File: src/include/issue_config.svh
// Issue stage sizes and counter-read encodings

`ifndef ISSUE_CONFIG_SVH
`define ISSUE_CONFIG_SVH

// Datapath and storage sizes
`define ISSUE_DATA_WIDTH  32
`define ISSUE_PREGS       64
`define ISSUE_PREG_BITS   6
`define ISSUE_TICKET_BITS 3
`define ISSUE_ROB_SIZE    8
`define ISSUE_FU_COUNT    4
`define ISSUE_UOP_BITS    5

// ----------------------------------------------------------------------
// Immediates that turn an integer add of x0 into a counter read
// ----------------------------------------------------------------------
`define ISSUE_IMM_CYCLE    (-1024)
`define ISSUE_IMM_CYCLEH   (-896)
`define ISSUE_IMM_INSTRET  (-1022)
`define ISSUE_IMM_INSTRETH (-894)

`endif
File: src/hdl/issue_csr_pkg.sv
// Machine counter types

`default_nettype none

`include "issue_config.svh"

package issue_csr_pkg;

	// Which counter half a read returns
	typedef enum logic [2:0] {
		csr_none    = 3'd0,
		csr_cycle   = 3'd1,
		csr_cycleh  = 3'd2,
		csr_instret = 3'd3,
		csr_instreth = 3'd4
	} csr_sel_t;

	typedef logic [63:0] counter_t;

endpackage

`default_nettype wire

File: src/hdl/issue_instr_pkg.sv
// Instruction field types

`default_nettype none

`include "issue_config.svh"

package issue_instr_pkg;

	// Register, ROB and datapath fields
	typedef logic [`ISSUE_PREG_BITS-1:0]   preg_t;
	typedef logic [`ISSUE_TICKET_BITS-1:0] ticket_t;
	typedef logic [`ISSUE_DATA_WIDTH-1:0]  data_t;
	typedef logic [`ISSUE_UOP_BITS-1:0]    uop_t;

	// Functional unit codes, also used as index of the result arrays
	typedef enum logic [1:0] {
		fu_load_store = 2'b00,
		fu_float      = 2'b01,
		fu_integer    = 2'b10,
		fu_branch     = 2'b11
	} fu_t;

endpackage

`default_nettype wire

File: src/hdl/operand_select.sv
// Operand sourcing and issue decision

`timescale 1ns/1ps
`default_nettype none

`include "issue_config.svh"

module operand_select
	import issue_instr_pkg::*;
	import issue_csr_pkg::*;
(
	input  logic                        instr_valid,
	input  preg_t                       instr_src1,
	input  preg_t                       instr_src2,
	input  logic                        instr_src1_pc,
	input  logic                        instr_src2_imm,
	input  fu_t                         instr_fu,
	input  uop_t                        instr_uop,
	input  data_t                       instr_imm,
	input  data_t                       instr_pc,
	input  logic  [`ISSUE_FU_COUNT-1:0] busy_fu,
	input  logic                        dst_pending,
	input  logic                        src1_pending,
	input  logic                        src2_pending,
	input  logic                        src1_in_rob,
	input  logic                        src2_in_rob,
	input  fu_t                         src1_fu,
	input  fu_t                         src2_fu,
	input  logic  [`ISSUE_FU_COUNT-1:0] fu_result_valid,
	input  preg_t [`ISSUE_FU_COUNT-1:0] fu_result_dst,
	input  data_t [`ISSUE_FU_COUNT-1:0] fu_result_data,
	input  data_t [1:0]                 rob_data,
	input  data_t                       rf_data1,
	input  data_t                       rf_data2,
	input  data_t                       counter_value,
	output logic                        issue,
	output csr_sel_t                    csr_sel,
	output data_t                       ex_data1,
	output data_t                       ex_data2
);

	logic counter_form;
	logic src1_ok;
	logic src2_ok;
	logic src1_fwd;
	logic src2_fwd;

	// ----------------------------------------------------------------------
	// Counter read decode
	// ----------------------------------------------------------------------
	assign counter_form = (instr_fu == fu_integer) && (instr_uop == '0)
		&& (instr_src1 == '0) && (instr_src2 == '0);

	always_comb begin
		csr_sel = csr_none;
		if (counter_form) begin
			if (instr_imm == `ISSUE_IMM_CYCLE) begin
				csr_sel = csr_cycle;
			end else if (instr_imm == `ISSUE_IMM_CYCLEH) begin
				csr_sel = csr_cycleh;
			end else if (instr_imm == `ISSUE_IMM_INSTRET) begin
				csr_sel = csr_instret;
			end else if (instr_imm == `ISSUE_IMM_INSTRETH) begin
				csr_sel = csr_instreth;
			end
		end
	end

	// Producer FU is writing the source right now
	assign src1_fwd = fu_result_valid[src1_fu] && (fu_result_dst[src1_fu] == instr_src1);
	assign src2_fwd = fu_result_valid[src2_fu] && (fu_result_dst[src2_fu] == instr_src2);

	// Source 1: PC, counter, ROB, FU result, then register file
	always_comb begin
		src1_ok  = 1'b1;
		ex_data1 = rf_data1;
		if (instr_src1_pc) begin
			ex_data1 = instr_pc;
		end else if (csr_sel != csr_none) begin
			ex_data1 = counter_value;
		end else if (src1_pending) begin
			if (src1_in_rob) begin
				ex_data1 = rob_data[0];
			end else if (src1_fwd) begin
				ex_data1 = fu_result_data[src1_fu];
			end else begin
				src1_ok = 1'b0;
			end
		end
	end

	// Source 2: immediate, ROB, FU result, then register file
	always_comb begin
		src2_ok  = 1'b1;
		ex_data2 = rf_data2;
		if (instr_src2_imm) begin
			ex_data2 = instr_imm;
		end else if (src2_pending) begin
			if (src2_in_rob) begin
				ex_data2 = rob_data[1];
			end else if (src2_fwd) begin
				ex_data2 = fu_result_data[src2_fu];
			end else begin
				src2_ok = 1'b0;
			end
		end
	end

	// WAW, structural and RAW checks
	assign issue = instr_valid & ~busy_fu[instr_fu] & ~dst_pending & src1_ok & src2_ok;

endmodule

`default_nettype wire

File: config.mk
export PLATFORM = sky130hd
export DESIGN_NAME = operand_select
export DESIGN_NICKNAME = d
export VERILOG_FILES = /design/src/hdl/issue_csr_pkg.sv /design/src/hdl/issue_instr_pkg.sv /design/src/hdl/operand_select.sv
export VERILOG_INCLUDE_DIRS = /design/src /design/src/include
export SDC_FILE = /design/constraint.sdc
export NUM_CORES = 1
export LEC_CHECK = 0
export BUFFER_PORTS_ARGS = -buffer_cell sky130_fd_sc_hd__buf_2
export CAP_MARGIN = 10
export CORE_AREA = 2 2 187 189
export DETAILED_ROUTE_END_ITERATION = 8
export DIE_AREA = 0 0 189 191
export SLEW_MARGIN = 0
export SYNTH_ARGS = -nofsm -noshare
export SYNTH_HDL_FRONTEND = slang
export SYNTH_SLANG_ARGS = --single-unit
File: constraint.sdc
create_clock -name vclk -period 4.6
set_input_delay 0.46 -clock vclk [all_inputs]
set_output_delay 0.46 -clock vclk [all_outputs]
set_load 0.01 [all_outputs]
# --- Word-level counts from Yosys, hierarchy flattened ---
# Cells that the tools add are included.
# Widths: inputs -> output; s select.
classes:
  order_cmp: 3
  n_eq_ne: 7
  n_mux: 37
  n_bitwise: 6
  n_reduce_logical: 9
op_table:
  columns: ["cell", "n"]
  rows:
  - ["$mux 32", 11]
  - ["$bmux 32 s2", 2]
  - ["$eq 32x32->1 const B", 4]
  - ["$bmux 6 s2", 2]
  - ["$mux 3", 5]
  - ["$eq 6x6->1", 2]
  - ["$logic_not 6->1", 2]
  - ["$mux 1", 12]
  - ["$mux 6", 2]
  - ["$lt 2x3->1 const B", 3]
  - ["$bmux 1 s2", 3]
  - ["$logic_and 1x1->1", 5]
  - ["$logic_not 5->1", 1]
  - ["$and 1x1->1", 4]
  - ["$reduce_bool 3->1", 1]
  - ["$eq 2x2->1 const B", 1]
  - ["$not 1->1", 2]
word_totals:
  register_bits: 0
  out_inout_bits: 68

# --- Depth between registers and ports, before layout ---
depth:
  depth_word: 11
  ltp_mapped: 10
  depth_no_buf: 6

# --- Worst setup path after synthesis ---
# No wires, ideal clock.
synth_path:
  kind: "in2out"
  from: "in instr_imm[9]"
  to: "out ex_data1[22]"
  arrival_time_ns: 2.490
  t_required_ns: 4.140
  path_slack_ns: 1.650
  cell_stages: 9
  n_path_buf: 3
  path_cell_list: "or4bb_1 -> nor4_1 -> and4_1 -> buf_4 -> buf_4 -> buf_4 -> mux2i_1 -> o221ai_1 -> nor2_1"
synth_between:
  elab_chain_len: 9
  elab_cells_between_ends: 12
  classes_between: "eq/ne: 4; mux: 7; reduce/logical: 1"
synth_rtl:
  columns: ["item", "line", "source"]
  rows:
  - ["start, declared", "operand_select.sv:19", "input data_t instr_imm,"]
  - ["$eq 32x32->1 (no line)", null, null]
  - ["$mux 3", "operand_select.sv:63", "end else if (instr_imm == `ISSUE_IMM_INSTRETH) begin"]
  - ["$mux 3", "operand_select.sv:61", "end else if (instr_imm == `ISSUE_IMM_INSTRET) begin"]
  - ["$mux 3", "operand_select.sv:59", "end else if (instr_imm == `ISSUE_IMM_CYCLEH) begin"]
  - ["$mux 3 *", "operand_select.sv:57", "if (instr_imm == `ISSUE_IMM_CYCLE) begin"]
  - ["$mux 3 *", "operand_select.sv:56", "if (counter_form) begin"]
  - ["$reduce_bool 3->1 *", "operand_select.sv:79", "end else if (csr_sel != csr_none) begin"]
  - ["$mux 32 *", "operand_select.sv:79", null]
  - ["$mux 32 *", "operand_select.sv:77", "if (instr_src1_pc) begin"]
  - ["end, declared", "operand_select.sv:38", "output data_t ex_data1,"]
# Mark *: on every way between the ends. The rest lies on a longest branch, timed or not.

# --- Worst setup path in the final report ---
layout_path:
  from: "in src1_fu[1]"
  to: "out ex_data1[16]"
layout_between:
  elab_chain_len: 9
  elab_cells_between_ends: 13
  classes_between: "eq/ne: 1; mux: 11; reduce/logical: 1"
layout_rtl:
  columns: ["item", "line", "source"]
  rows:
  - ["start, declared", "operand_select.sv:27", "input fu_t src1_fu,"]
  - ["$bmux 6 s2", "operand_select.sv:70", "assign src1_fwd = fu_result_valid[src1_fu] && (fu_result_dst[src1_fu] == instr_src1);"]
  - ["$mux 6 (not written as such)", "operand_select.sv:70", null]
  - ["$eq 6x6->1", "operand_select.sv:70", null]
  - ["$logic_and 1x1->1", "operand_select.sv:70", null]
  - ["$mux 32 *", "operand_select.sv:84", "end else if (src1_fwd) begin"]
  - ["$mux 32 *", "operand_select.sv:82", "if (src1_in_rob) begin"]
  - ["$mux 32 *", "operand_select.sv:81", "end else if (src1_pending) begin"]
  - ["$mux 32 *", "operand_select.sv:79", null]
  - ["$mux 32 *", "operand_select.sv:77", null]
# Mark *: on every way between the ends. The rest lies on a longest branch, timed or not. The select of a mux whose other input is x is not followed.

==> reports/qor.yml <==
run_status:
  status: "finished, final reports clean"
global_routing:
  grt_usage: 0.189
  grt_pass1_wl_microns: 51800
  grt_pass1_vias: 8308
  grt_max_degree: 97
  overflow: 0
  antenna_found_initial: 6
min_path:
  hold_class: "in2out"
worst_setup_path:
  critical_path.max_stage_delay_ns: 0.50
  crit_type: "in2out"
  cp_top_family: "buffers and inverters"
  crit_path_cell_trace: "buf_2 > mux2i_1 > nand2b_1 > mux4_2 > or3_2 > buf_4 > a221oi_2 > nor2_1 > buf_2"
  cp.required_ns: 4.14
  slowest_stage: "buf_2"
  cp_max_fo: 33
  start_kind: "input port"
  path_common_cell: "buf_2"
  crit_path_end_kind: "output pin"
  critPathArrivalTime_ns: 3.31
  worst-path-buf-inv: 3
pwr:
  pwr-share-clk: 0
  p_sw_frac: 0.544
  seqPwrFrac: 0
  pwr-share-comb: 1.000
  power.internal_uw: 421
  switchingPower_uw: 503
  peakVddDrop_mv: 0.0611
  p_leak_uw: 0.00372
  power.density_mw_per_mm2: 106
sta:
  setup_violations: 0
  tns_ns: 0
  maxSlewHeadroom: 0.322
  rsz0062_at_grt: "false"
  tightest_slew_ns: 1.02
  timing_hold_violations_final: 0
  period_share: 0.819
  drv_slew: 0
  period_minus_slack_ns: 3.77
  max_freq_mhz: 265
clock_network:
  cts_resized: 0
  postCtsSetupBuffers: 0
  hold_buffers: 0
yosys:
  yosys-top-cells-count: "131 x nor2_1, 76 x mux4_2, 70 x nand2_1"
  yosysSeqAreaShare: 0
  synth.most_common_cell: "nor2_1"
  synth_nets: 1123
  synth_top_cell_by_area: "mux4_2"
  netlist.area_leader.share: 0.290
  avgSynthCellArea_sq_um: 8.34
  syn_area_sq_mm: 0.00591
  synth.area.top_cells: "mux4_2 29%, nor2_1 8.3%, a221oi_2 7.6%"
  synth_cell_type_count: 43
  synthCells: 708
  ys_warn_count: 0
layout:
  nets: 1543
  syn2layout_area_growth_pct: 47.7
  seq_cells: 0
  multiInputGateArea_sq_mm: 0.00552
  fill_cells: 3779
  register_area_sq_um: 0
  drive_gt1_frac: 0.552
  final_cells: 1582
  nClkBuffers: 0
floorplanning:
  num_rows: 68
  floorplan.die.width_microns: 189
  coreArea_sq_mm: 0.0341
  die_h_microns: 191
  dieArea_sq_mm: 0.0361
  ios: 483
  initial_utilization: 0.173
drt:
  vias: 8464
  drc: 0
  dr.pass1.iters: 5
  postRouteAntennaNets: 0
  wl_per_cell_microns: 23.4
  drt-total-wl_microns: 37000
  drt_iter0_markers: 582
  via_per_inst: 5.35
placement:
  gp_congestion: 1.02
  io_buffers: 483
  dp.cells: 1580
  dpl.hpwl_microns: 30400
run:
  cap_violations: 0
## area by class of cell
class | count | area share
timing repair buffer | 503 | 0.300
inverter | 3 | 0.00129
tap | 455 | 0.0653
antenna | 1 | 0.000287
multi-input combinational | 620 | 0.633
## cell families after synthesis
| family | count (synthesis) | synth area share |
|---|---|---|
| simple gates | 327 | 0.301 |
| compound gates | 163 | 0.246 |
| mux | 117 | 0.360 |
| buf+inv | 88 | 0.0701 |
| xor+xnor | 13 | 0.0231 |
## power by group through the flow
stage / logic, uW / clock network (uW) / registers (uW)
CTS: 925 / 0 / 0
floorplan: 474 / 0 / 0
global route: 994 / 0 / 0
finish: 924 / 0.0000205 / 0
global placement: 912 / 0 / 0
detailed placement: 922 / 0 / 0
## metal layers
| layer | up-vias | track usage | wire (microns) |
|---|---|---|---|
| met5 | - | 0 | 13 |
| met4 | 2 | 0.0328 | 673 |
| met3 | 57 | 0.0305 | 3160 |
| met2 | 547 | 0.336 | 18000 |
| met1 | 4107 | 0.243 | 15100 |
| li1 | 3751 | - | - |
## layout by cell type (no fill, tap or decap), types with 2 or more instances in the layout
cell      instances
buf_2           480
nor2_1          131
mux4_2           76
nand2_1          70
mux2i_1          38
nor4b_1          33
a21oi_1          32
a221o_1          32
o221ai_1         32
o22ai_1          31
nor4bb_1         31
or3_1            31
a221oi_2         30
buf_4            20
xnor2_1           5
xor2_1            5
nor4_1            4
nand4_1           4
nand2b_1          3
inv_1             3
nand4b_1          3
a221oi_1          3
o21ai_0           2
or2_2             2
nor3_1            2
xnor2_2           2
mux2_1            2
buf_12            2
## path summary, 6_finish.rpt
check / startpoint / endpoint / cells past startpoint
max: src1_fu[1] / ex_data1[16] / 9
min: rf_data1[13] / ex_data1[13] / 4
## stage by stage
step / power, uW / hold slack [ns] / utilization / instance area (sq um) / worst slack (ns)
detailed placement: 922 / 1.28 / 0.255 / 8690 / 0.846
floorplan: 474 / 0.968 / - / 5910 / 1.65
global placement: 912 / 1.28 / 0.255 / 8690 / 0.895
CTS: 925 / 1.28 / 0.255 / 8690 / 0.837
finish: 924 / 1.29 / 0.256 / 8720 / 0.833
global route: 994 / 1.30 / 0.256 / 8720 / 0.710
Note: power is estimated with default switching activity, not from simulation.
