**src/include/issue_config.svh**
```systemverilog
// Issue stage sizes and counter-read encodings

`ifndef ISSUE_CONFIG_SVH
`define ISSUE_CONFIG_SVH

// Datapath and storage sizes
`define ISSUE_DATA_WIDTH  32
`define ISSUE_PREGS       64
`define ISSUE_PREG_BITS   6
`define ISSUE_TICKET_BITS 3
`define ISSUE_ROB_SIZE    8
`define ISSUE_FU_COUNT    4
`define ISSUE_UOP_BITS    5

// ----------------------------------------------------------------------
// Immediates that turn an integer add of x0 into a counter read
// ----------------------------------------------------------------------
`define ISSUE_IMM_CYCLE    (-1024)
`define ISSUE_IMM_CYCLEH   (-896)
`define ISSUE_IMM_INSTRET  (-1022)
`define ISSUE_IMM_INSTRETH (-894)

`endif
```
**src/hdl/issue_csr_pkg.sv**
```systemverilog
// Machine counter types

`default_nettype none

`include "issue_config.svh"

package issue_csr_pkg;

	// Which counter half a read returns
	typedef enum logic [2:0] {
		csr_none    = 3'd0,
		csr_cycle   = 3'd1,
		csr_cycleh  = 3'd2,
		csr_instret = 3'd3,
		csr_instreth = 3'd4
	} csr_sel_t;

	typedef logic [63:0] counter_t;

endpackage

`default_nettype wire

```
**src/hdl/issue_instr_pkg.sv**
```systemverilog
// Instruction field types

`default_nettype none

`include "issue_config.svh"

package issue_instr_pkg;

	// Register, ROB and datapath fields
	typedef logic [`ISSUE_PREG_BITS-1:0]   preg_t;
	typedef logic [`ISSUE_TICKET_BITS-1:0] ticket_t;
	typedef logic [`ISSUE_DATA_WIDTH-1:0]  data_t;
	typedef logic [`ISSUE_UOP_BITS-1:0]    uop_t;

	// Functional unit codes, also used as index of the result arrays
	typedef enum logic [1:0] {
		fu_load_store = 2'b00,
		fu_float      = 2'b01,
		fu_integer    = 2'b10,
		fu_branch     = 2'b11
	} fu_t;

endpackage

`default_nettype wire

```
**src/hdl/status_counters.sv**
```systemverilog
// Cycle and retired-instruction counters

`timescale 1ns/1ps
`default_nettype none

`include "issue_config.svh"

module status_counters
	import issue_instr_pkg::*;
	import issue_csr_pkg::*;
(
	input  logic     clk,
	input  logic     rst_n,
	input  logic     retire,
	input  csr_sel_t csr_sel,
	output data_t    counter_value
);

	counter_t cycle_count;
	counter_t instret_count;

	// Free-running cycle count
	always_ff @(posedge clk or negedge rst_n) begin
		if (!rst_n) begin
			cycle_count <= '0;
		end else begin
			cycle_count <= cycle_count + 64'd1;
		end
	end

	// Non-flushed commits only
	always_ff @(posedge clk or negedge rst_n) begin
		if (!rst_n) begin
			instret_count <= '0;
		end else if (retire) begin
			instret_count <= instret_count + 64'd1;
		end
	end

	// Half select for the counter read
	always_comb begin
		case (csr_sel)
			csr_cycle:    counter_value = cycle_count[31:0];
			csr_cycleh:   counter_value = cycle_count[63:32];
			csr_instret:  counter_value = instret_count[31:0];
			csr_instreth: counter_value = instret_count[63:32];
			default:      counter_value = '0;
		endcase
	end

endmodule

`default_nettype wire

```
**config.mk**
```make
export PLATFORM = sky130hd
export DESIGN_NAME = status_counters
export DESIGN_NICKNAME = d
export VERILOG_FILES = /design/src/hdl/issue_csr_pkg.sv /design/src/hdl/issue_instr_pkg.sv /design/src/hdl/status_counters.sv
export VERILOG_INCLUDE_DIRS = /design/src /design/src/include
export SDC_FILE = /design/constraint.sdc
export NUM_CORES = 1
export LEC_CHECK = 0
export BUFFER_PORTS_ARGS = -buffer_cell sky130_fd_sc_hd__clkbuf_2
export CAP_MARGIN = 20
export CORE_AREA = 2 2 103 105
export DETAILED_ROUTE_END_ITERATION = 7
export DIE_AREA = 0 0 105 107
export HOLD_SLACK_MARGIN = 0.05
export PLACE_DENSITY_LB_ADDON = 0.2
export SLEW_MARGIN = 20
export SYNTH_ARGS = -nofsm -noshare
export SYNTH_HDL_FRONTEND = slang
export SYNTH_SLANG_ARGS = --single-unit
```
**constraint.sdc**
```tcl
create_clock -name clk -period 4.9 [get_ports clk]
set_input_delay 0.98 -clock clk [delete_from_list [all_inputs] [get_ports clk]]
set_output_delay 0.98 -clock clk [all_outputs]
set_load 0.05 [all_outputs]
```
After elaboration in Yosys (flattened, before gate mapping) --
Cells that the tools add are included. Widths: inputs -> output; s select.
Cells by class: $add $sub $neg 2, equal/unequal tests 4, mux-type cells 1
Operators with widths (number):
- $add 64x1->64 const B | 2
- $pmux 32 s4 | 1
- $eq 3x2->1 const B | 2
- $eq 3x1->1 const B | 1
- $eq 3x3->1 const B | 1
Word-level totals: output and inout port bits 32, register bits after elaboration 128

Logic depth before layout (Yosys ltp) --
Gate-level depths: netlist (run 1).
depth in word-level cells 2, depth in mapped cells 7, depth with buffers taken out 6

Worst setup path after synthesis (run 1) --
OpenSTA, ideal clock, no wires.
path type input port to output port, from in csr_sel[0], to out counter_value[0], path buffers 1, setup slack 1.771 ns, cell stages on the path 4, arrival 2.149 ns, cell sequence nor3b_1 clkbuf_1 a22oi_1 nand2_1
On the way: longest elaborated chain between the ends 2, elaborated cells between the ends (all ways) 5, classes of those cells eq/ne (4); mux (1)
RTL lines:
- start: declaration | line status_counters.sv:15 | input csr_sel_t csr_sel,
- $eq 3x3->1 (tied with other cells) | line status_counters.sv:42 | case (csr_sel)
- $pmux 32 s4 * | line status_counters.sv:42
- end: declaration | line status_counters.sv:16 | output data_t counter_value
Mark *: on every way between the ends. The rest lies on a longest branch, timed or not.

Worst setup path in the final report (run 1) --
from in csr_sel[2], to out counter_value[31]
Same word-level chain as after synthesis.

==> out/results.txt, run 1 <==
The share of total power dissipated in sequential elements is 47.8%. The clock transition at the registers of the reported paths was 0.06 ns. For this run, global-route usage on met1 was measured as 45.1%. Entering global routing, the biggest net connects 62 pins. The combinational power share was 5.8%. The critical path is of the in2out type. The upper clock frequency limit is 0.307 GHz. The number of global-route vias before repair came out at 5253. The root buffer cell chosen for the clock tree is sky130_fd_sc_hd__clkbuf_8.

The slowest stage cell on the critical path was sky130_fd_sc_hd__buf_4. The logs give 2.25 ns for the internal reg-to-reg setup slack and 648 for the post-synthesis cell count. Counting both buffers and inverters, the worst setup path holds a total of 3.

Global routing consumed, on the met2 layer, 49.1% of the routing resources. The post-synthesis net count was 656; the routability congestion estimate from global placement was 0.891. The run gives 128 as the sink count of the clock tree. The predominant post-synthesis flop cell was sky130_fd_sc_hd__dfrtp_1. The worst hold path terminates at instret_count[61]$_DFFE_PN0P_. By instance count, the leading cell after synthesis is sky130_fd_sc_hd__dfrtp_1.

Wires add up to 16.6 mm. In this run, the number of DRC markers left after iteration 0 of detailed routing was 428. The number of antenna diodes in the final layout is 0. The run gives 0 as the count of nets left with antenna violations after detail routing.

In this run the vertical extent of the chip is 107 um. The synthesized design contains 0 enable-type register cells. The tools report the post-CTS setup repair buffer count as 0. The global-route wire length before repair is 27.7 mm.

The run gives 0.000347 V as the largest vdd supply drop. STA classifies the critical path endpoint as an output port. The clock buffer count from CTS is 17. The initial utilization of the core area, before any placement, comes to 64.7%. The die covers 11200 um^2. After detailed routing, the average wire length per cell comes to 19.7 um. The floorplan die width was 105 um; the met3 usage was 7.23%. Yosys attributes the largest share of cell area to sky130_fd_sc_hd__dfrtp_1 (49%), sky130_fd_sc_hd__xnor2_1 (11%), sky130_fd_sc_hd__a22oi_1 (7.4%). Number of I/O pins: 38. For this design the total switching power over the nets is 575 uW. The synthesized design spends more area on one cell type than any other, namely sky130_fd_sc_hd__dfrtp_1.

Summed over all layers, the global routing overflow is 0. At the end of the flow, the number of nets in the layout was 703. The worst register-to-register path ends at cycle_count[60]$_DFF_PN0_.

In the synthesized netlist the async set-or-reset flop fraction comes to 100%. The count of fill cells added during filler insertion was 759. The sort of element at the start of the critical path was a primary input. Setup repair after global routing left no endpoint under its margin. Number of maximum-capacitance violations: 0.

In this run the standard cell core region covers 10100 um^2. Registers take 3200 um^2. In this run the tool buffered the top-level ports with 37 buffer cells.

For the worst setup path, the data arrival time is 2.28 ns. Sorting the synthesized cells by how often they occur yields sky130_fd_sc_hd__dfrtp_1 (128), sky130_fd_sc_hd__xnor2_1 (84), sky130_fd_sc_hd__nand2_1 (81). In this run the number of H-tree levels came out at 4. The flow ran to the end, and the final reports show no timing, DRC or antenna violations. Net switching is 24.2% of the power. Total power: 2.37 mW. Relative to the synthesized area, the layout overhead comes to 13.4%. Clock period minus worst slack: 3.26 ns.

The critical path goes through clkbuf_2 > nor3b_2 > buf_4 > a22oi_1 > nand2_1 > clkbuf_2. Summing all non-filler instances in the final layout gives an area of 7400 um^2. For the first-pass iteration count of the detailed router, the log shows 5.

Clock skew on the completed layout was measured at 0.00550 ns. The run gives 0 as the remaining routing DRC violations. The cell with the most instances on the worst path is sky130_fd_sc_hd__clkbuf_2. Post-CTS repair changed the size of 0 cells. The tools report the placement row count as 37.

The final count of pins violating max slew was 0. For this design the static power due to leakage is 3.41 nW. The number of stages on the worst hold path came out at 1. The clock share of power was 46.4%; the post-cts hold buffer count was 0. The synthesized netlist contains 32 unique library cells. The top cell type's share of synthesized area was 49.1%; the total vias in the final route was 5296. The run gives 6530 um^2 as the cell area after synthesis.

The start point of the worst min-delay path was instret_count[61]$_DFFE_PN0P_. The top fanout value on the critical path came out at 32. The tools report the required time of the worst setup path as 3.92 ns.

In this run the critical register-to-register path is launched from cycle_count[0]$_DFF_PN0_. The setup TNS came out at 0 ns. The worst setup timing slack at the placement stage came out at 1.68 ns.

In the final layout, the multi-input gates occupy 3210 um^2. The worst path uses 66.6% of the clock period. The delay of the slowest cell on the worst path was 0.35 ns.

The power density of the placed cells came out at 320 nW/um^2. On the critical path the largest part of the delay comes from buffers and inverters. The internal power of the cells totals 1.80 mW. Using the TritonRoute via totals, the vias-per-cell ratio works out to 6.28. Setup violations remaining at the end of the flow were counted as 0. In this run the most used layer during global routing was met2. Measured in cells, the most critical reg-to-reg path has a length of 6.

The relative slew slack is 38.9%. TritonCTS built the clock tree. For this run, the number of Yosys warnings is 0. In this run the worst hold path is classified as reg2reg. The total count of hold-check failures in the final report was 0; the insertion delay to the later sink of the worst-skew pair was 0.53 ns. The tools report the area after detailed placement as 6890 um^2. Synthesis inferred 128 register bits.

The post-layout worst setup margin came out at 1.64 ns. The fraction of final layout cells sized beyond drive strength 1 came out at 12.0%. The number of antenna violations at the first check in global routing is 0, and the average footprint of a synthesized cell is 10.1 um^2. Of the synthesized area, sequential elements account for 49.1%. The clock passes through at most 2 buffers. The HPWL reported at the end of detailed placement came out at 12.0 mm. At the pin with the least slew margin, the transition time is 0.914 ns. For this run, the total global-route usage over all layers was measured as 32.1%.
-- worst max-delay path by stage --
stage	from	to	cells past startpoint
detailed placement	csr_sel[1]	counter_value[31]	6
global placement	csr_sel[1]	counter_value[31]	6
global route	csr_sel[2]	counter_value[31]	6
finish	csr_sel[2]	counter_value[31]	6
floorplan	csr_sel[0]	counter_value[0]	4
CTS	csr_sel[1]	counter_value[31]	6
-- cells in the final DEF, fill, tap and decap left out, types with 2 or more instances in the layout --
| cell type | n |
|---|---|
| sky130_fd_sc_hd__clkbuf_8 | 5 |
| sky130_fd_sc_hd__dfrtp_1 | 128 |
| sky130_fd_sc_hd__xnor2_1 | 84 |
| sky130_fd_sc_hd__nand2b_1 | 2 |
| sky130_fd_sc_hd__nand4_1 | 40 |
| sky130_fd_sc_hd__clkbuf_16 | 16 |
| sky130_fd_sc_hd__inv_1 | 18 |
| sky130_fd_sc_hd__clkinv_2 | 5 |
| sky130_fd_sc_hd__clkbuf_1 | 4 |
| sky130_fd_sc_hd__xor2_1 | 41 |
| sky130_fd_sc_hd__nor4bb_1 | 2 |
| sky130_fd_sc_hd__and3_1 | 13 |
| sky130_fd_sc_hd__nand3_1 | 48 |
| sky130_fd_sc_hd__nor4_1 | 13 |
| sky130_fd_sc_hd__and2_1 | 6 |
| sky130_fd_sc_hd__nor3_1 | 12 |
| sky130_fd_sc_hd__nor2_1 | 46 |
| sky130_fd_sc_hd__or2_2 | 2 |
| sky130_fd_sc_hd__or4_1 | 3 |
| sky130_fd_sc_hd__ha_1 | 2 |
| sky130_fd_sc_hd__or3_1 | 3 |
| sky130_fd_sc_hd__buf_4 | 8 |
| sky130_fd_sc_hd__nor3b_2 | 3 |
| sky130_fd_sc_hd__nor4_4 | 3 |
| sky130_fd_sc_hd__and4_1 | 9 |
| sky130_fd_sc_hd__nand2_1 | 81 |
| sky130_fd_sc_hd__or4_4 | 2 |
| sky130_fd_sc_hd__clkbuf_2 | 36 |
| sky130_fd_sc_hd__a22oi_1 | 64 |
-- cells by family after synthesis --
group	after synthesis	synth area share [%]
buffers and inverters	34	2.07
xor gates and xnor gates	125	16.8
DFF	128	49.1
AOI/OAI and AO/OA	64	7.36
adders and majority gates	2	0.383
muxes	1	0.172
and+or+nand+nor	294	24.2
-- through the flow --
stage | utilization [%] | hold WS [ns] | instances
2_1_floorplan | - | 0.442 | 648
3_3_place_gp | 68.2 | 0.457 | 812
3_5_place_dp | 68.2 | 0.487 | 812
4_1_cts | 73.4 | 0.494 | 843
5_1_grt | 73.4 | 0.509 | 843
6_report | 73.4 | 0.494 | 843
-- flip-flops by register name, indices dropped and copies added (netlist names) --
| register | flops |
|---|---|
| instret_count | 64 |
| cycle_count | 64 |
-- cell type report --
cell class	instances	share of cell area (%)
Tap cell	136	2.30
Multi-Input combinational cell	486	43.3
Clock inverter	6	0.439
Inverter	18	0.913
Timing Repair Buffer	44	3.24
Clock buffer	25	6.54
Sequential cell	128	43.3
-- power groups by stage --
stage               registers (mW)  clock network (mW)  logic (mW)
finish                        1.13                1.10       0.137
global route                  1.14                1.16       0.153
CTS                           1.13                1.11       0.138
detailed placement            1.15                   0       0.138
global placement              1.15                   0       0.134
floorplan                     1.14                   0      0.0906
-- metal layers --
metal  vias up  routed length [um]
met4         0                 353
met1      2607                7060
li1       2413                   -
met2       246                7860
met5         -                   0
met3        30                1320
-- worst reg2reg max path, cell delays in order (launching register included) --
cell and delay, ns:
sky130_fd_sc_hd__dfrtp_1 0.45, sky130_fd_sc_hd__ha_1 0.27, sky130_fd_sc_hd__nand4_1 0.20, sky130_fd_sc_hd__nor4_4 0.39, sky130_fd_sc_hd__nor4b_2 0.83, sky130_fd_sc_hd__nand4_1 0.22, sky130_fd_sc_hd__xnor2_1 0.17
(Power assumes the default switching activity.)
==> run 2: changes to the inputs <==
--- a/config.mk
+++ b/config.mk
@@ -8,9 +8,9 @@
 export LEC_CHECK = 0
 export BUFFER_PORTS_ARGS = -buffer_cell sky130_fd_sc_hd__clkbuf_2
 export CAP_MARGIN = 20
-export CORE_AREA = 2 2 103 105
+export CORE_AREA = 2 2 112 114
 export DETAILED_ROUTE_END_ITERATION = 7
-export DIE_AREA = 0 0 105 107
+export DIE_AREA = 0 0 114 116
 export HOLD_SLACK_MARGIN = 0.05
 export PLACE_DENSITY_LB_ADDON = 0.2
 export SLEW_MARGIN = 20
==> constraint.sdc (replaced) <==
create_clock -name clk -period 2.92 [get_ports clk]
set_input_delay 0.584 -clock clk [delete_from_list [all_inputs] [get_ports clk]]
set_output_delay 0.584 -clock clk [all_outputs]
set_load 0.05 [all_outputs]
==> run 2 against run 1 <==
  * Clock skew increased by 0.0035 ns
  * Sequential power increased by 70%
  * Count of clock-buffer cells in the layout unchanged
  * First-iteration DRC count decreased by 8.2%
  * Worst setup slack got worse by 1.2 ns
  * Largest power group is now the clock network
  * Wire length increased by 2.9%
  * Worst hold slack got worse by 0.23 ns
  * Register-to-register slack got worse by 1.8 ns
  * Highest routed layer unchanged
  * Total power increased by 76%
==> out/results.txt, run 2 (synthesized netlist as in run 1, its figures left out) <==
The placement row count was 40 (+8.1%). The deepest level of the CTS H-tree is 4 (unchanged), and the share of the core filled with cells is 63.2% (-10 points). The maximum number of pins on one net before global-route repair was 63 (+1.6%).

Number of buffers added on ports: 37 (unchanged). The synthesis-to-finish area growth was 15.3%. The most common cell after layout, fill and taps aside was sky130_fd_sc_hd__dfrtp_1. The top fanout value on the critical path was 7 (-78%); the actual transition at the worst max-transition pin was 0.831 ns (-0.0838 ns).

The cell family contributing the most delay on the critical path is simple AND/OR/NAND/NOR gates. The logs give 0 (unchanged) for the count of inserted antenna diode cells and 17.1 mm (+2.9%) for the routed wire length. The HPWL reported at the end of detailed placement is 12.4 mm (+3.2%).

The worst min-delay path class is in2async. The number of I/O pins came out at 38 (unchanged). Most heavily used metal layer in global routing: met2.

The required time of the worst setup path is 3.22 ns (-0.70 ns), and the met2 routing resource usage after global routing is 42.5% (-6.6 points). The number of buffers on the longest clock path was 2 (unchanged). The critical path goes through nand4_1 > or4_1 > nor4_2 > nand4_1 > xnor2_1.

The clock buffer count from CTS is 17 (unchanged). The logs give 3.48 nW (+2.0%) for the total leakage power and 5316 (+0.38%) for the total vias in the final route. Met1 capacity usage during global routing: 38.0% (-7.1 points). The first-pass iteration count of the detailed router is 5 (unchanged), and the relative slew slack is 44.6% (+5.7 points). Cell at the root of the clock tree: sky130_fd_sc_hd__clkbuf_16.

The detailed router's first-iteration violation count came out at 393 (-8.2%). For the internal reg-to-reg setup slack, the log shows 0.41 ns (-1.84 ns). The met3 usage was 7.79% (+0.56 points). The floorplan die width came out at 114 um (+8.6%). For the largest vdd supply drop, the log shows 0.000647 V (+86%). The chip height is 116 um (+8.4%), and the cell area after layout is 7530 um^2 (+1.7%). The worst path needs 2.51 ns of the cycle, external delays included. The logs give 0 (unchanged) for the post-cts hold buffer count and 54.8% (-9.9 points) for the effective utilization at floorplan.

Fraction of final layout cells sized beyond drive strength 1: 13.0% (+1.0 points). The power density of the placed cells is 555 nW/um^2 (+73%), and the count of nets left with antenna violations after detail routing is 0 (unchanged). Average detailed-routed wire length per instance: 19.8 um (+0.74%). The run gives 0 (unchanged) as the post-CTS setup repair buffer count. The largest registers in the layout are cycle_count (64), instret_count (64). The worst hold-check slack is 0.261 ns (-0.233 ns), and the area after detailed placement is 6970 um^2 (+1.1%). Setup repair after global routing left no endpoint under its margin. The routability congestion estimate from global placement was 0.902 (+1.3%). The tools report the data arrival time at the worst-slack endpoint as 2.81 ns (+0.53 ns). For the number of gates given a new drive strength after cts, the log shows 0 (unchanged). The post-route clock period utilization was 85.9%.

By startpoint and endpoint, the worst setup path is classified as reg2reg. The count of fill cells added during filler insertion was 1006 (+33%); the delay of the slowest cell on the worst path was 0.66 ns (+0.31 ns). The worst clock skew on the final layout was 0.00901 ns (+0.00351 ns). For the global-route wire length before repair, the log shows 27.7 mm (about the same).

The number of global-route vias before repair was 5147 (-2.0%); the total power was 4.18 mW (+76%). Upper clock frequency limit: 0.398 GHz. Insertion delay to the later sink of the worst-skew pair: 0.43 ns (-0.10 ns). Sort of element at the start of the critical path: a flip-flop.

Floorplan die area: 13200 um^2 (+18%). The clock transition at the registers of the reported paths came out at 0.05 ns (about the same). The tools report the sink count of the clock tree as 128 (unchanged). The number of buffer and inverter instances along the worst setup path works out to 0 (-3). In the layout the commonest cells are sky130_fd_sc_hd__dfrtp_1 (128), sky130_fd_sc_hd__xnor2_1 (84), sky130_fd_sc_hd__nand2_1 (81).

The setup TNS came out at 0 ns (unchanged). Layout net count: 710 (+1.0%). TritonCTS built the clock tree.

The final count of pins violating max slew is 0 (unchanged), and the number of maximum-capacitance violations is 0 (unchanged). Placeable core area: 11900 um^2 (+18%). The run gives 0 (unchanged) as the number of antenna violations at the first check in global routing. The cell that appears most often on the critical path is sky130_fd_sc_hd__nand4_1.

The logs give 0 (unchanged) for the remaining routing DRC violations and 0 (unchanged) for the number of setup violations in the final report. The run finished with clean final reports. The overflow left after global routing was 0 (unchanged). Total count of hold-check failures in the final report: 0 (unchanged).

Among all stages on the critical path, the largest delay is contributed by sky130_fd_sc_hd__nor4_2. The number of vias per cell after detailed routing works out to 6.17 (-1.7%). The kind of capture point of the worst setup path is a flip-flop.

For the total routing usage reported by global routing, the log shows 27.8% (-4.2 points).
-- run 2: cell count changes in the layout (fill, tap and decap cells not counted) --
cell	previous run	this run
sky130_fd_sc_hd__buf_4	8	14
sky130_fd_sc_hd__buf_12	0	1
sky130_fd_sc_hd__clkinvlp_4	1	0
sky130_fd_sc_hd__clkbuf_1	4	3
sky130_fd_sc_hd__clkbuf_16	16	17
sky130_fd_sc_hd__bufinv_16	0	1
-- run 2: power by group --
group / internal [mW] / switching (mW) / leakage, nW
sequential: 1.82 / 0.0926 / 1.72
combinational: 0.0796 / 0.160 / 1.48
clock: 1.27 / 0.752 / 0.283
total: 3.17 / 1.01 / 3.48
-- run 2: cell type report --
cell class | count | area (um^2) | area share, %
multi-input cells | 486 | 3210 | 42.6
flip-flops and latches | 128 | 3200 | 42.6
clock buffers | 25 | 505 | 6.72
repair buffers | 51 | 305 | 4.06
well taps | 147 | 184 | 2.44
inverters | 18 | 67.6 | 0.898
clock inverters | 6 | 55.1 | 0.732
-- run 2: worst reg2reg max path: stages, from the launching register on --
cell	delay (ns)
sky130_fd_sc_hd__dfrtp_1	0.45
sky130_fd_sc_hd__nand4_1	0.31
sky130_fd_sc_hd__or4_1	0.61
sky130_fd_sc_hd__nor4_2	0.66
sky130_fd_sc_hd__nand4_1	0.20
sky130_fd_sc_hd__xnor2_1	0.17
-- run 2: path summary, 6_finish.rpt --
| check | startpoint | end | depth (start not counted) |
|---|---|---|---|
| max | instret_count[21]$_DFFE_PN0P_ | instret_count[33]$_DFFE_PN0P_ | 5 |
| min | rst_n | cycle_count[7]$_DFF_PN0_ | 1 |
| max reg2reg | instret_count[21]$_DFFE_PN0P_ | instret_count[33]$_DFFE_PN0P_ | 5 |
| min reg2reg | instret_count[63]$_DFFE_PN0P_ | instret_count[63]$_DFFE_PN0P_ | 1 |
| max in group asynchronous | rst_n | cycle_count[41]$_DFF_PN0_ | 2 |
| min in group clk | retire | instret_count[0]$_DFFE_PN0P_ | 2 |
-- run 2: routing by layer --
| layer | part of all wire (%) | vias up |
|---|---|---|
| met5 | 0 | - |
| met4 | 2.3 | 0 |
| met3 | 8.0 | 37 |
| met2 | 47 | 219 |
| met1 | 43 | 2641 |
| li1 | - | 2419 |
-- run 2: stage by stage --
stage	instances	setup WS [ns]
global placement	830	0.294
finish	861	0.410
detailed placement	830	0.312
global route	861	0.234
CTS	861	0.428
floorplan	648	0.583
==> run 3: changes to the inputs <==
--- a/config.mk
+++ b/config.mk
@@ -6,14 +6,18 @@
 export SDC_FILE = /design/constraint.sdc
 export NUM_CORES = 1
 export LEC_CHECK = 0
+export ABC_CLOCK_PERIOD_IN_PS = 2920
 export BUFFER_PORTS_ARGS = -buffer_cell sky130_fd_sc_hd__clkbuf_2
 export CAP_MARGIN = 20
-export CORE_AREA = 2 2 112 114
+export CELL_PAD_IN_SITES_DETAIL_PLACEMENT = 1
+export CELL_PAD_IN_SITES_GLOBAL_PLACEMENT = 1
+export CORE_AREA = 2 2 125 127
 export DETAILED_ROUTE_END_ITERATION = 7
-export DIE_AREA = 0 0 114 116
+export DIE_AREA = 0 0 127 129
 export HOLD_SLACK_MARGIN = 0.05
 export PLACE_DENSITY_LB_ADDON = 0.2
 export SLEW_MARGIN = 20
 export SYNTH_ARGS = -nofsm -noshare
 export SYNTH_HDL_FRONTEND = slang
 export SYNTH_SLANG_ARGS = --single-unit
+export TNS_END_PERCENT = 5
==> run 3 against run 2 <==
  * Maximum frequency is 0.51% lower
  * Clock power is 8% higher
  * Count of clock-buffer cells in the layout is 4 lower
  * Via count is 0.45% lower
  * Non-clock buffer count is 3 higher
  * Global-route usage is 2.6 points lower
  * Total power is 4.1% higher
  * First-iteration DRC count is 8.9% lower
  * Worst hold slack better by 0.21 ns
  * Clock skew hardly changed
  * Wire length is 14% higher
  * Worst setup slack worse by 0.013 ns
  * Critical path type unchanged
  * Largest power group unchanged
==> out/results.txt, run 3 (synthesized netlist as in run 1, its figures left out) <==
The maximum number of pins on one net before global-route repair is 87 (+38%). The largest registers in the layout are cycle_count (64), instret_count (64). The run gives 4 (-1) as the first-pass iteration count of the detailed router. Worst flop-to-flop path endpoint: instret_count[43]$_DFFE_PN0P_. Wire length on met2: 9.61 mm (+20%).

TritonCTS built the clock tree. The count of fill cells added during filler insertion was 1652 (+64%). The sum of routed wire segments on met1 came out at 8.95 mm (+22%). The run gives 873 (+5.2%) as the number of placed instances, taps included.

The top cell types in the final layout, fill and taps aside, are sky130_fd_sc_hd__dfrtp_1 (128), sky130_fd_sc_hd__xnor2_1 (84), sky130_fd_sc_hd__nand2_1 (81). Area after detailed placement: 7040 um^2 (+1.1%). The final count of pins violating max slew is 0 (unchanged). The final cell count without fillers was 906 (+5.2%). The run gives 0 (unchanged) as the number of gates given a new drive strength after cts.

The number of global-route vias before repair was 5660 (+10%). The total routing usage reported by global routing was 25.3% (-2.6 points). The power density of the placed cells is 568 nW/um^2 (+2.4%), and the number of antenna violations at the first check in global routing is 0 (unchanged). The top fanout value on the critical path is 7 (unchanged), and the total count of hold-check failures in the final report is 0 (unchanged). The cell area after layout is 7650 um^2 (+1.7%). For the insertion delay to the later sink of the worst-skew pair, the log shows 0.43 ns (about the same).

The average detailed-routed wire length per instance was 21.5 um (+8.4%); the met3 wire length was 615 um (-55%). The tools report the source of the worst register-to-register timing path as instret_count[21]$_DFFE_PN0P_. The upper clock frequency limit is 0.396 GHz (-0.51%), and the actual transition at the worst max-transition pin is 0.689 ns (-0.142 ns). The number of buffers on the longest clock path is 2 (unchanged), and the number of I/O pins is 38 (unchanged). The logs give 4 (unchanged) for the deepest level of the CTS H-tree and 0.309 ns (-0.00242 ns) for the worst setup timing slack at the placement stage. The relative slew slack was 53.7% (+9.1 points). The run gives 0 (unchanged) as the number of setup violations in the final report. The total leakage power was 3.50 nW (+0.64%). Setup repair after global routing left no endpoint under its margin. The slowest stage cell on the critical path was sky130_fd_sc_hd__nor4_2.

The fraction of final layout cells sized beyond drive strength 1 came out at 13.5% (+0.48 points). The worst setup path is of the reg2reg kind. The post-layout worst setup margin is 0.398 ns (-0.0129 ns), and the detailed router's first-iteration violation count is 358 (-8.9%). The area growth from synthesis to layout is 17.2%. The number of maximum-capacitance violations is 0 (unchanged), and the floorplan die width is 127 um (+11%). The run gives 128 (unchanged) as the sink count of the clock tree. The clock transition at the registers of the reported paths was 0.06 ns (about the same); the largest vdd supply drop was 0.000387 V (-40%). The count of cells along the worst register-to-register path works out to 5 (unchanged). The worst setup path is captured at a flip-flop. The combined area of the multi-input logic cells was 3210 um^2 (unchanged); the clock period minus worst slack was 2.52 ns (+0.0129 ns). The global-route wire length before repair was 31.6 mm (+14%); the post-route clock period utilization was 86.4% (+0.44 points). The destination of the worst hold path is instret_count[0]$_DFFE_PN0P_.

The setup TNS is 0 ns (unchanged). The sequential cell area was 3200 um^2 (unchanged); the placement row count was 45 (+13%). The remaining routing DRC violations is 0 (unchanged). Walking the worst path, the cells encountered are nand4_1 > or4_1 > nor4_2 > nand3_1 > xnor2_1. The overflow left after global routing came out at 0 (unchanged). CTS placed an instance of sky130_fd_sc_hd__clkbuf_16 at the clock tree root. The effective utilization at floorplan was 43.6% (-11 points). The number of buffers added on ports was 37 (unchanged).

The most common cell after layout, fill and taps aside is sky130_fd_sc_hd__dfrtp_1. After detailed routing, no signal wire sits above met4. The worst min-delay path class is in2reg. The run gives 16400 um^2 (+24%) as the floorplan die area. The startpoint identified for the worst hold timing path is retire. Number of stages on the worst hold path: 2. The logs give 0.40 ns (about the same) for the internal reg-to-reg setup slack and 17 (unchanged) for the clock buffer count from CTS.

The number of vias per cell after detailed routing is 5.84 (-5.4%). The delay of the slowest cell on the worst path was 0.67 ns (about the same). Chip height: 129 um (+11%).

The tools report the count of inserted antenna diode cells as 0 (unchanged). The flow ran to the end, and the final reports show no timing, DRC or antenna violations. The routed wire length was 19.5 mm (+14%).

The HPWL reported at the end of detailed placement is 14.2 mm (+14%), and the layout net count is 713 (+0.42%). Placeable core area: 15000 um^2 (+26%). For the worst clock skew on the final layout, the log shows 0.00926 ns (+0.000253 ns). Sort of element at the start of the critical path: a flip-flop. The total vias in the final route is 5292 (-0.45%). The routability congestion estimate from global placement came out at 0.875 (-3.1%). Share of the core filled with cells: 51.1% (-12 points).

The required time of the worst setup path was 3.23 ns (about the same); the data arrival time at the worst-slack endpoint was 2.83 ns (+0.02 ns). Count of nets left with antenna violations after detail routing: 0 (unchanged).
-- run 3: stage by stage --
| step | power, mW | hold WS (ns) |
|---|---|---|
| final | 4.35 | 0.472 |
| after global routing | 4.48 | 0.488 |
| after CTS | 4.38 | 0.463 |
| after detailed placement | 2.19 | 0.418 |
| after global placement | 2.18 | 0.418 |
| after floorplan | 2.06 | 0.288 |
-- run 3: where the power goes --
part	total, mW	switching, mW	internal (mW)
Sequential	1.92	0.0949	1.82
Combinational	0.242	0.160	0.0815
Clock	2.19	0.811	1.38
-- run 3: worst max path at each step --
| stage | from | endpoint | slack, ns | depth (start not counted) |
|---|---|---|---|---|
| global route | instret_count[21]$_DFFE_PN0P_ | instret_count[33]$_DFFE_PN0P_ | 0.23 | 5 |
| finish | instret_count[21]$_DFFE_PN0P_ | instret_count[43]$_DFFE_PN0P_ | 0.40 | 5 |
| global placement | instret_count[21]$_DFFE_PN0P_ | instret_count[35]$_DFFE_PN0P_ | 0.46 | 5 |
| floorplan | csr_sel[0] | counter_value[0] | 0.58 | 4 |
| detailed placement | retire | instret_count[61]$_DFFE_PN0P_ | 0.31 | 6 |
| CTS | instret_count[21]$_DFFE_PN0P_ | instret_count[43]$_DFFE_PN0P_ | 0.40 | 5 |
-- run 3: cell type report --
| cell class | count | share of cell area (%) |
|---|---|---|
| inverter | 18 | 0.883 |
| clock buffer | 21 | 6.02 |
| tap | 188 | 3.07 |
| sequential | 128 | 41.9 |
| clock inverter | 11 | 1.80 |
| multi-input combinational | 486 | 41.9 |
| timing repair buffer | 54 | 4.48 |
-- run 3: worst max-delay path: cells and delay by family, from the launching register on --
family	cells	cell delay [ns]
flops	1	0.44
simple gates	4	1.79
xor+xnor	1	0.17
-- run 3: metal layers --
layer  vias up  track usage [%]
met3        25             4.45
met1      2751             34.8
met2        96             41.3
li1       2420                -
met4         0             7.37
met5         -                0
-- run 3: what timing repair did --
action / 4_1_cts / 5_1_grt
hold endpoints to repair: 7 / 0
setup buffers: 0 / 0
hold buffers: 1 / 0
